### config.mk
export PLATFORM = sky130hd
export DESIGN_NAME = decodeStage
export DESIGN_NICKNAME = d
export VERILOG_FILES = /design/src/verilog/isaPkg.sv /design/src/verilog/pipePkg.sv /design/src/verilog/decodeStage.sv /design/src/verilog/issueControl.sv /design/src/verilog/operandGen.sv /design/src/verilog/forwardSelect.sv /design/src/verilog/regFile.sv /design/src/verilog/issueLatch.sv
export SDC_FILE = /design/constraint.sdc
export NUM_CORES = 2
export LEC_CHECK = 0
export ABC_AREA = 0
export ABC_CLOCK_PERIOD_IN_PS = 5550
export BUFFER_PORTS_ARGS = -buffer_cell sky130_fd_sc_hd__buf_4
export CORE_MARGIN = 1
export CORE_UTILIZATION = 35
export CTS_BUF_LIST = sky130_fd_sc_hd__clkbuf_16
export CTS_CLUSTER_DIAMETER = 50
export DETAILED_ROUTE_END_ITERATION = 12
export REMOVE_ABC_BUFFERS = 1
export SYNTH_ARGS = -nofsm -noshare
export SYNTH_HDL_FRONTEND = slang
export SYNTH_SLANG_ARGS = --single-unit
### constraint.sdc
create_clock -name clk -period 5.55 [get_ports clk]
set_input_delay 0.2775 -clock clk [delete_from_list [all_inputs] [get_ports clk]]
set_output_delay 0.2775 -clock clk [all_outputs]
set_load 0.03 [all_outputs]
### src/verilog/isaPkg.sv
// instruction set types
// word, register number, instruction views, extend modes
package isaPkg;

    typedef logic [31:0] word_t;
    typedef logic [4:0]  regNum_t;   // 0 = none or $zero
    typedef logic [5:0]  opcode_t;

    //////////////////////////////
    // instruction word views

    // R-type layout
    typedef struct packed {
        opcode_t    opcode;
        regNum_t    rs;
        regNum_t    rt;
        regNum_t    rd;
        logic [4:0] sa;      // shift amount
        logic [5:0] funct;
    } regView_t;

    // I-type layout, rs/rt/imm16 also form the J-type index
    typedef struct packed {
        opcode_t     opcode;
        regNum_t     rs;
        regNum_t     rt;
        logic [15:0] imm16;
    } immView_t;

    typedef union packed {
        regView_t regView;
        immView_t immView;
    } instr_t;

    //////////////////////////////
    // immediate extension, predecoded upstream
    typedef enum logic [1:0] {
        EXT_ZERO  = 2'd0,   // {16'b0, imm16}
        EXT_SIGN  = 2'd1,   // sign extended imm16
        EXT_UPPER = 2'd2,   // lui style
        EXT_INDEX = 2'd3    // 26 bit jump index
    } extendMode_t;

endpackage
### src/verilog/pipePkg.sv
// pipeline types
// issue slot, downstream stage status, per-slot stage output
package pipePkg;

    import isaPkg::*;

    // forwarding sources downstream of issue
    // EXE-down, EXE-up, PREMEM, SBA, MEM, REEXE
    localparam int MAX_FWD_STAGES = 6;

    // one-hot, bit i = stage i, top bit = register file
    typedef logic [MAX_FWD_STAGES:0] fwdSel_t;

    //////////////////////////////
    // from the issue queue

    typedef struct packed {
        instr_t        instr;
        word_t         vAddr;
        regNum_t [1:0] readNum;    // [0] rs, [1] rt
        logic [1:0]    needRead;   // operand really consumed
        regNum_t       writeNum;   // 0 = no writeback
        extendMode_t   extMode;
    } issueSlot_t;

    //////////////////////////////
    // from the stages below

    typedef struct packed {
        regNum_t writeNum;
        logic    fwdReady;   // result already computed
    } stageStatus_t;

    //////////////////////////////
    // to EXE

    typedef struct packed {
        regNum_t     writeNum;
        word_t       vAddr;
        word_t [1:0] readData;   // raw rs / rt from the register file
        word_t       operand0;   // sa
        word_t       operand1;   // extended immediate
        fwdSel_t     fwdSel0;
        fwdSel_t     fwdSel1;
    } slotOut_t;

endpackage

### src/verilog/decodeStage.sv
// dual issue decode stage, top level
`timescale 1ns/100ps

module decodeStage
    import isaPkg::*;
    import pipePkg::*;
#(
    parameter int NUM_FWD_STAGES  = MAX_FWD_STAGES,
    parameter int NUM_DANGER_SRCS = 4
) (
    input  logic                       clk,
    input  logic                       rstN_i,

    // from the issue queue
    input  logic [1:0]                 issueMode_i,   // [1] up, [0] down present
    input  issueSlot_t                 slots_i [2],   // [0] up, [1] down

    // register writeback
    input  logic                       wbEn_i,
    input  regNum_t                    wbNum_i,
    input  word_t                      wbData_i,
    input  logic                       pbaEn_i,
    input  regNum_t                    pbaNum_i,
    input  word_t                      pbaData_i,

    // downstream state
    input  stageStatus_t               fwdStages_i [NUM_FWD_STAGES],
    input  logic [NUM_DANGER_SRCS-1:0] dangerous_i,
    input  logic                       flush_i,
    input  logic                       exeAllowin_i,

    // handshake and issued slots
    output logic                       allowin_o,
    output logic                       upValid_o,
    output logic                       downValid_o,
    output slotOut_t                   slotsOut_o [2]
);

    logic [1:0]              latchMode;
    issueSlot_t              latchSlots [2];
    logic                    latchLoad;
    logic                    latchClear;
    regNum_t                 rfReadNum [4];
    word_t                   rfReadData [4];
    logic [1:0]              conflict;
    logic [NUM_FWD_STAGES:0] fwdSel [2][2];   // [slot][operand]
    word_t                   operand0 [2];
    word_t                   operand1 [2];

    //////////////////////////////
    // stage register and control

    issueLatch u_issueLatch (
        .clk     (clk),
        .rstN_i  (rstN_i),
        .mode_i  (issueMode_i),
        .slots_i (slots_i),
        .load_i  (latchLoad),
        .clear_i (latchClear),
        .mode_o  (latchMode),
        .slots_o (latchSlots)
    );

    issueControl #(
        .NUM_FWD_STAGES  (NUM_FWD_STAGES),
        .NUM_DANGER_SRCS (NUM_DANGER_SRCS)
    ) u_issueControl (
        .mode_i       (latchMode),
        .inMode_i     (issueMode_i),
        .conflict_i   (conflict),
        .dangerous_i  (dangerous_i),
        .exeAllowin_i (exeAllowin_i),
        .flush_i      (flush_i),
        .allowin_o    (allowin_o),
        .upValid_o    (upValid_o),
        .downValid_o  (downValid_o),
        .load_o       (latchLoad),
        .clear_o      (latchClear)
    );

    regFile u_regFile (
        .clk        (clk),
        .rstN_i     (rstN_i),
        .readNum_i  (rfReadNum),
        .readData_o (rfReadData),
        .wbEn_i     (wbEn_i),
        .wbNum_i    (wbNum_i),
        .wbData_i   (wbData_i),
        .pbaEn_i    (pbaEn_i),
        .pbaNum_i   (pbaNum_i),
        .pbaData_i  (pbaData_i)
    );

    //////////////////////////////
    // per slot operand path

    for (genvar s = 0; s < 2; s++) begin : g_slot
        assign rfReadNum[2*s]   = latchSlots[s].readNum[0];   // rs
        assign rfReadNum[2*s+1] = latchSlots[s].readNum[1];   // rt

        forwardSelect #(
            .NUM_FWD_STAGES (NUM_FWD_STAGES)
        ) u_forwardSelect (
            .slot_i     (latchSlots[s]),
            .stages_i   (fwdStages_i),
            .fwdSel_o   (fwdSel[s]),
            .conflict_o (conflict[s])
        );

        operandGen u_operandGen (
            .slot_i     (latchSlots[s]),
            .operand0_o (operand0[s]),
            .operand1_o (operand1[s])
        );

        // output packing
        assign slotsOut_o[s].writeNum    = latchSlots[s].writeNum;
        assign slotsOut_o[s].vAddr       = latchSlots[s].vAddr;
        assign slotsOut_o[s].readData[0] = rfReadData[2*s];
        assign slotsOut_o[s].readData[1] = rfReadData[2*s+1];
        assign slotsOut_o[s].operand0    = operand0[s];
        assign slotsOut_o[s].operand1    = operand1[s];
        assign slotsOut_o[s].fwdSel0     = fwdSel[s][0];
        assign slotsOut_o[s].fwdSel1     = fwdSel[s][1];
    end

endmodule

### src/verilog/issueControl.sv
// issue interlock and handshake
`timescale 1ns/100ps

module issueControl #(
    parameter int NUM_FWD_STAGES  = 6,
    parameter int NUM_DANGER_SRCS = 4
) (
    input  logic [1:0]                 mode_i,        // latched mode
    input  logic [1:0]                 inMode_i,      // mode from the issue queue
    input  logic [1:0]                 conflict_i,    // [0] up, [1] down
    input  logic [NUM_DANGER_SRCS-1:0] dangerous_i,
    input  logic                       exeAllowin_i,
    input  logic                       flush_i,
    output logic                       allowin_o,
    output logic                       upValid_o,
    output logic                       downValid_o,
    output logic                       load_o,
    output logic                       clear_o
);

    logic stop;
    logic issueOk;
    logic stageEmpty;
    logic inEmpty;

    //////////////////////////////
    // interlock

    // any unready operand or a dangerous instruction below stalls both slots
    assign stop = (|conflict_i) || (|dangerous_i);

    assign stageEmpty = (mode_i == 2'b00);
    assign inEmpty    = (inMode_i == 2'b00);

    assign allowin_o = stageEmpty || (exeAllowin_i && !stop);

    assign issueOk     = !stop && exeAllowin_i && !flush_i;
    assign upValid_o   = mode_i[1] && issueOk;
    assign downValid_o = mode_i[0] && issueOk;

    //////////////////////////////
    // stage register update

    assign load_o  = allowin_o && !inEmpty;
    assign clear_o = flush_i || (allowin_o && inEmpty);   // flush wins in the latch

endmodule

### src/verilog/operandGen.sv
// shift amount and immediate operands for one slot
`timescale 1ns/100ps

module operandGen
    import isaPkg::*;
    import pipePkg::*;
(
    input  issueSlot_t slot_i,
    output word_t      operand0_o,   // sa
    output word_t      operand1_o    // extended immediate
);

    regView_t rView;
    immView_t iView;

    assign rView = slot_i.instr.regView;
    assign iView = slot_i.instr.immView;

    // shift amount, zero extended
    assign operand0_o = {27'b0, rView.sa};

    //////////////////////////////
    // immediate extension

    always_comb begin
        case (slot_i.extMode)
            EXT_ZERO: begin
                operand1_o = {16'b0, iView.imm16};
            end
            EXT_SIGN: begin
                operand1_o = {{16{iView.imm16[15]}}, iView.imm16};
            end
            EXT_UPPER: begin
                operand1_o = {iView.imm16, 16'b0};   // lui
            end
            EXT_INDEX: begin
                // rs, rt and imm16 together are the 26 bit instr_index
                operand1_o = {6'b0, iView.rs, iView.rt, iView.imm16};
            end
            default: begin
                operand1_o = '0;
            end
        endcase
    end

endmodule

### src/verilog/forwardSelect.sv
// forwarding source select for one slot
`timescale 1ns/100ps

module forwardSelect
    import pipePkg::*;
#(
    parameter int NUM_FWD_STAGES = 6
) (
    input  issueSlot_t              slot_i,
    input  stageStatus_t            stages_i [NUM_FWD_STAGES],  // [0] highest priority
    output logic [NUM_FWD_STAGES:0] fwdSel_o [2],               // [0] rs, [1] rt
    output logic                    conflict_o                  // operand not ready
);

    logic [NUM_FWD_STAGES-1:0] hit [2];    // stage writes this register
    logic [1:0]                opConflict;

    //////////////////////////////
    // match against the stage write numbers

    always_comb begin
        for (int op = 0; op < 2; op++) begin
            for (int s = 0; s < NUM_FWD_STAGES; s++) begin
                hit[op][s] = (slot_i.readNum[op] != '0) &&
                             (stages_i[s].writeNum == slot_i.readNum[op]);
            end
        end
    end

    //////////////////////////////
    // priority pick, gated by ready

    always_comb begin
        for (int op = 0; op < 2; op++) begin
            fwdSel_o[op] = '0;
            fwdSel_o[op][NUM_FWD_STAGES] = 1'b1;   // default, register file

            // walk from lowest priority up so index 0 ends on top
            for (int s = NUM_FWD_STAGES - 1; s >= 0; s--) begin
                if (hit[op][s]) begin
                    fwdSel_o[op] = '0;
                    // a matching stage still computing leaves the select empty
                    fwdSel_o[op][s] = stages_i[s].fwdReady;
                end
            end

            opConflict[op] = slot_i.needRead[op] && (fwdSel_o[op] == '0);
        end
    end

    assign conflict_o = |opConflict;

endmodule

### src/verilog/regFile.sv
// general register file
// 32 x 32, four read ports, two write ports
`timescale 1ns/100ps

module regFile
    import isaPkg::*;
(
    input  logic    clk,
    input  logic    rstN_i,

    // read ports, {down.rt, down.rs, up.rt, up.rs}
    input  regNum_t readNum_i [4],
    output word_t   readData_o [4],

    // write ports
    input  logic    wbEn_i,
    input  regNum_t wbNum_i,
    input  word_t   wbData_i,
    input  logic    pbaEn_i,
    input  regNum_t pbaNum_i,
    input  word_t   pbaData_i
);

    word_t regs [31:1];  // $zero has no storage

    //////////////////////////////
    // write side

    always_ff @(posedge clk or negedge rstN_i) begin
        if (!rstN_i) begin
            for (int r = 1; r < 32; r++) begin
                regs[r] <= '0;
            end
        end else begin
            if (wbEn_i && (wbNum_i != '0)) begin
                regs[wbNum_i] <= wbData_i;
            end
            // PBA is the younger result, so it goes last
            if (pbaEn_i && (pbaNum_i != '0)) begin
                regs[pbaNum_i] <= pbaData_i;
            end
        end
    end

    //////////////////////////////
    // read side

    // no write-through, a write is seen from the next cycle
    always_comb begin
        for (int p = 0; p < 4; p++) begin
            if (readNum_i[p] == '0) begin
                readData_o[p] = '0;
            end else begin
                readData_o[p] = regs[readNum_i[p]];
            end
        end
    end

endmodule

### src/verilog/issueLatch.sv
// issue stage register
`timescale 1ns/100ps

module issueLatch
    import pipePkg::*;
(
    input  logic       clk,
    input  logic       rstN_i,
    input  logic [1:0] mode_i,       // incoming issue mode
    input  issueSlot_t slots_i [2],  // [0] up, [1] down
    input  logic       load_i,
    input  logic       clear_i,
    output logic [1:0] mode_o,
    output issueSlot_t slots_o [2]
);

    //////////////////////////////
    // mode, the control half

    always_ff @(posedge clk or negedge rstN_i) begin
        if (!rstN_i) begin
            mode_o <= 2'b00;
        end else if (clear_i) begin  // flush or empty issue
            mode_o <= 2'b00;
        end else if (load_i) begin
            mode_o <= mode_i;
        end
    end

    //////////////////////////////
    // slot payload

    // cleared together with the mode so a bubble carries no stale
    // read numbers into the forwarding logic
    always_ff @(posedge clk or negedge rstN_i) begin
        if (!rstN_i) begin
            for (int s = 0; s < 2; s++) begin
                slots_o[s] <= '0;
            end
        end else if (clear_i) begin
            for (int s = 0; s < 2; s++) begin
                slots_o[s] <= '0;
            end
        end else if (load_i) begin
            for (int s = 0; s < 2; s++) begin
                slots_o[s] <= slots_i[s];
            end
        end
        // otherwise hold
    end

endmodule

# After elaboration in Yosys (flattened, before gate mapping)
# Index checks and enable logic that the tools add are counted.
[totals]
latchBits = 0
output_inout_bits = 361
regBits = 1148
rom_bits = 0
ramBits = 0
memories = 0
in_bits = 288
[op_classes]
muxes = 50
bitwise_logic = 0
multipliers = 0
n_shift = 0
n_reduce_logical = 65
div_mod_pow = 0
eq_ne = 30
order_cmp = 8
add_sub_neg = 0
[ops]
columns = ["cell", "count"]
rows = [
  ["992-bit bitwise mux", 2],
  ["992-bit 2-to-1 mux", 2],
  ["32-bit binary-select mux with 5-bit select", 4],
  ["32-bit demux with 5-bit select", 2],
  ["160-bit 2-to-1 mux", 2],
  ["32-bit 2-to-1 mux", 10],
  ["32-bit case mux with 4 select lines", 2],
  ["7-bit 2-to-1 mux", 24],
  ["5-bit equality test", 24],
  ["1-bit logical AND", 38],
  ["5-bit by 6-bit < comparator with 1-bit output, second input constant", 6],
  ["5-bit nonzero test", 6],
  ["7-bit logical NOT", 4],
  ["5-bit logical NOT", 4],
  ["5-bit by 1-bit greater-or-equal comparator with 1-bit output, second input constant", 2],
  ["2-bit equality test, second input constant", 4],
  ["2-bit logical NOT", 4],
  ["4-bit OR reduction", 2],
  ["2-bit by 1-bit equality test with 1-bit output, second input constant", 2],
  ["2-bit 2-to-1 mux", 2],
  ["1-bit logical NOT", 3],
  ["1-bit logical OR", 3],
  ["2-bit nonzero test", 1],
]

# Depth between registers and ports, before layout
[logic_depth]
depth_word = 18
ltp_mapped = 13
ltp_nobuf = 8

# Hierarchy
# Synthesis repeated with hierarchy kept, for this count alone.
[unflattened]
cells_unflattened = 8394
hier_area_um2 = 88439.8
[by_module_without_submodules]
columns = ["module", "seq_area_each_um2", "cells_each", "instances", "area_each_um2"]
rows = [
  ["regFile", 24823.8, 7370, 1, 77840.9],
  ["issueLatch", 4204.0, 542, 1, 6847.8],
  ["forwardSelect", 0.0, 151, 2, 1186.1],
  ["operandGen", 0.0, 84, 2, 641.9],
  ["issueControl", 0.0, 12, 1, 95.1],
]

# Least setup slack after synthesis
# Ideal clock, no wire load.
[synth_timing]
kind = "flip-flop to output port"
from = "register u_issueLatch.slots_o[101] (netlist bit)"
to = "output port allowin_o"
required_ns = 5.273
arrival_ns = 3.399
path_buffers = 1
path_stages_with_launch = 9
setup_slack_ns = 1.873
cell_sequence = "dfrtp_1 -> buf_1 -> xnor2_1 -> nand3_1 -> nor4b_1 -> a311o_1 -> a221o_1 -> o21ai_2 -> o32ai_1"
[synth_lines]
columns = ["item", "line_no", "source"]
rows = [
  ["start, declared", "issueLatch.sv:14", "output issueSlot_t slots_o [2]"],
  ["start signal, assigned by index", "issueLatch.sv:46", "slots_o[s] <= slots_i[s];"],
  ["end, declared", "decodeStage.sv:33", "output logic allowin_o,"],
]

==> results list <==
- The critical path is of the flop to output pin type.
- The number of cells on the worst reg-to-reg path is 9.
- Setup violations remaining at the end of the flow were counted as 0.
- The layout has 23194 filler cells.
- Largest family of logic cells by synthesized area: multiplexers
- Fmax achieved: 197 MHz
- ANT nets after route: 0
* Switching part of the total power: 35.9%
- Starting density of the core: 35.4%
* Global-route wire length before repair: 556000 um
- Clock Tree Buf Depth: 3
- Hold Violations, Final: 0
- Post-detailed-route DRC marker count: 0
- Clk Latency, worst-skew pair: 0.85 ns
- Cells taking the most area after synthesis: sky130_fd_sc_hd__dfrtp_1 33%, sky130_fd_sc_hd__mux4_2 30%, sky130_fd_sc_hd__mux2i_1 12%, sky130_fd_sc_hd__nand2_1 4.7%, sky130_fd_sc_hd__o21ai_0 4.5%
* Final period utilization: 91.4%
* Via count of the first global-routing pass: 73405
- Relative area change from synthesis to final layout: 17.6%
* DR WL/cell: 33.5 um
- The first TritonRoute pass finished after 9 iterations.
- Post-route core utilization: 41.6%
- Fin Hold WS: 0.0402 ns
- The analysis attributes to cell leakage a power of 42.9 nW.
* TritonCTS clock tree: yes
- Mux share of post-synthesis cell area: 42.0%
* Internal power: 24.8 mW
- Worst vdd ir: 0.414 mV
- Slowest cell on crit path: sky130_fd_sc_hd__buf_4
* End of the worst register-to-register path: u_issueLatch.slots_o[133]
* Post-synthesis area per instance: 10.7 um^2
- At the end of routability-driven placement, the weighted congestion stood at 0.951.
* Share of synthesized cell area in full adder, half adder and majority cells: 0%
- Number of top-level pins: 649
- The number of buffers and inverters on the critical path is 3.
- Port buffering added 582 buffers.
- On the worst path, the slowest cell contributes a delay of 0.83 ns.
* Setup Total Neg Slack: 0 ns
- Post-CTS Resized: 0
- Data on the critical path arrives at its endpoint at 4.79 ns.
- Number of vias per cell after detailed routing: 6.38
- Hold Crit Class: input port to asynchronous set/reset pin
* Clk root buf: sky130_fd_sc_hd__clkbuf_16
- The flow ran to the end, and the final reports show no timing, DRC or antenna violations.
- Worst Setup SP: u_issueLatch.slots_o[9]
- CP startpoint kind: flop
- The library cell used most frequently in the layout, excluding fill and tap cells, is sky130_fd_sc_hd__mux4_2.
* Relative contribution of combinational cells to total power: 34.7%
* Synth Flop Type: sky130_fd_sc_hd__dfrtp_1
* Xor and xnor fraction of the mapped netlist area: 1.20%
* Synth Area in Compound Gates: 8.41%
* Cell Pwr Density: 376 nW/um^2
- The tool flagged a number of max-cap violations equal to 0.
- The netlist uses 60 different library cells.
* DIE AREA: 251000 um^2
* Endpoint required time on the critical path: 5.27 ns
- Overall overflow remaining after global route: 0
* Clock sink count: 1148
- The number of antenna violations at the first check in global routing is 39.
* Largest fanout on the critical path: 87
* Sequential share of power: 33.8%
- EDFF count, synth: 0
* Transition time of the tightest slew-check pin: 1.46 ns
- In this run the register-to-register setup slack is 1.37 ns.
* Crit. End Element: output pin
- Synth Area in Simple Gates: 9.56%
- Clock slew seen by the registers of the worst setup and hold paths: 0.05 ns
- Detailed placement finished with a half-perimeter wire length of 241000 um.
* GR Util All Layers: 30.9%
- Floorplan die height: 501 um
- In this run the core area contains 182 standard-cell rows.
- Vias: 75612
* Switching power total: 13.9 mW
- The critical path ends at slotsOut_o[80].
- In the synthesized netlist the async set-or-reset flop fraction comes to 100%.
- The worst path needs 5.07 ns of the cycle, external delays included.
* Chip width: 501 um
* Final-stage net count: 8653
* Critical path's top delay family: buffers and inverters
- The core region is 247000 um^2.
- The H-tree was split into 4 levels.
* Max transition margin: 1.98%
- The critical path runs through a total of 7 cells.
- Traced cell by cell, the critical path runs through buf_12, buf_4, mux4_2, mux4_2, nor2_1, nor2_1, buf_4.
- Final number of max-transition violations: 0
- Most used cells in the layout excluding fill and tap cells: 1152 x sky130_fd_sc_hd__mux4_2, 1132 x sky130_fd_sc_hd__dfrtp_1, 1069 x sky130_fd_sc_hd__mux2i_1, 1059 x sky130_fd_sc_hd__nand2_1, 836 x sky130_fd_sc_hd__nor2_1
* Initial detailed-routing violation count: 11701
- Syn Inst Count: 8158
- Area of the mapped netlist: 87300 um^2
* Sequential fraction of the synthesis area: 32.9%
- Total length of routed wires: 397000 um
* Largest area contributor in the synthesized netlist: sky130_fd_sc_hd__dfrtp_1
* Cts bufs inserted: 176
* Number of warnings printed during yosys synthesis: 0
- The clock arrives with 0.0354 ns of skew.
- Setup repair after global routing missed its margin: false
* Fraction of layout instances using a drive strength above 1: 27.3%
- Maximum number of pins on one net before global-route repair: 142
* Synthesized flop and latch total: 1148
- Per report_power, the clock group accounts for 31.6% of the total.
- After synthesis, the largest area contributor takes up 32.9% of total cell area.
* RR Startpoint: u_issueLatch.slots_o[101]
-- metal layers --
layer | GRT usage, % | vias to the layer above | wire, um
li1 | - | 30325 | -
met1 | 37.9 | 37784 | 140000
met2 | 45.9 | 6072 | 173000
met3 | 11.4 | 1399 | 55600
met4 | 19.6 | 32 | 28600
met5 | 0 | - | 222
-- per-stage QoR --
step	power, mW	worst slack, ns	area [um^2]	cells
after floorplan	22.3	-11.88	82900	7176
after global placement	25.4	1.33	93700	11241
after detailed placement	25.9	1.29	93700	11241
after CTS	38.4	0.370	103000	11827
after global routing	40.0	0.293	103000	11837
final	38.6	0.480	103000	11846
-- logic make-up (layout without fill, tap and decap cells) --
group                     count (synthesis)  after routing
xor gates and xnor gates                120            120
buffers and inverters                  1196           1500
DFF                                    1148           1148
and+or+nand+nor                        2122           2122
muxes                                  2222           2222
AOI/OAI and AO/OA                      1349           1349
other                                     1             73
-- state kept, by name (all words and copies together) (netlist names) --
signal,count
u_regFile.regs,992
u_issueLatch.slots_o,154
u_issueLatch.mode_o,2
-- worst min-delay path by stage --
stage	start	to	slack [ns]	cells after the start
2_1_floorplan	rstN_i	u_issueLatch.mode_o[0]	-0.02	0
3_3_place_gp	rstN_i	u_issueLatch.slots_o[71]	0.34	1
3_5_place_dp	rstN_i	u_issueLatch.slots_o[71]	0.34	1
4_1_cts	rstN_i	u_issueLatch.slots_o[73]	0.04	2
5_1_grt	rstN_i	u_issueLatch.slots_o[73]	0.07	2
6_report	rstN_i	u_issueLatch.slots_o[73]	0.04	2
-- synth_stat cells (all sizes together), types with 3 or more instances --
master  instances
and3b           3
o22ai          10
buf           333
clkbuf        702
mux4         1152
inv           158
xor2           58
nor2b          11
or3b            4
o31ai           4
nor4           13
or2             6
mux2i        1069
clkinv          3
a32oi          17
nand4           4
nor3           25
nand3          36
nand2        1084
a31oi          60
dfrtp        1148
nor2          878
o21ai         782
nand2b          6
xnor2          62
a21oi         332
a22oi         128
and2           26
and3           13
-- timing repair --
action / in CTS / in global routing
hold buffers: 258 / 0
endpoints found under the hold margin: 1214 / 0
setup buffers: 0 / 0
-- power by group through the flow --
| stage | clock [mW] | combinational (mW) | sequential (mW) |
|---|---|---|---|
| 3_3_place_gp | 0 | 12.7 | 12.7 |
| 6_report | 12.2 | 13.4 | 13.1 |
| 2_1_floorplan | 0 | 9.54 | 12.8 |
| 3_5_place_dp | 0 | 13.0 | 13.0 |
| 4_1_cts | 12.3 | 13.2 | 12.9 |
| 5_1_grt | 12.6 | 14.1 | 13.3 |
-- final cells by class --
| cell class | count | area [um^2] | area share (%) |
|---|---|---|---|
| antenna | 19 | 47.5 | 0.0463 |
| sequential | 1148 | 28800 | 28.0 |
| tap | 3312 | 4140 | 4.03 |
| clock inverter | 149 | 1880 | 1.83 |
| timing repair buffer | 1011 | 8630 | 8.40 |
| inverter | 161 | 624 | 0.608 |
| multi-input combinational | 5867 | 54100 | 52.7 |
| clock buffer | 179 | 4480 | 4.36 |
No activity file was read; power rests on OpenSTA's default activity.
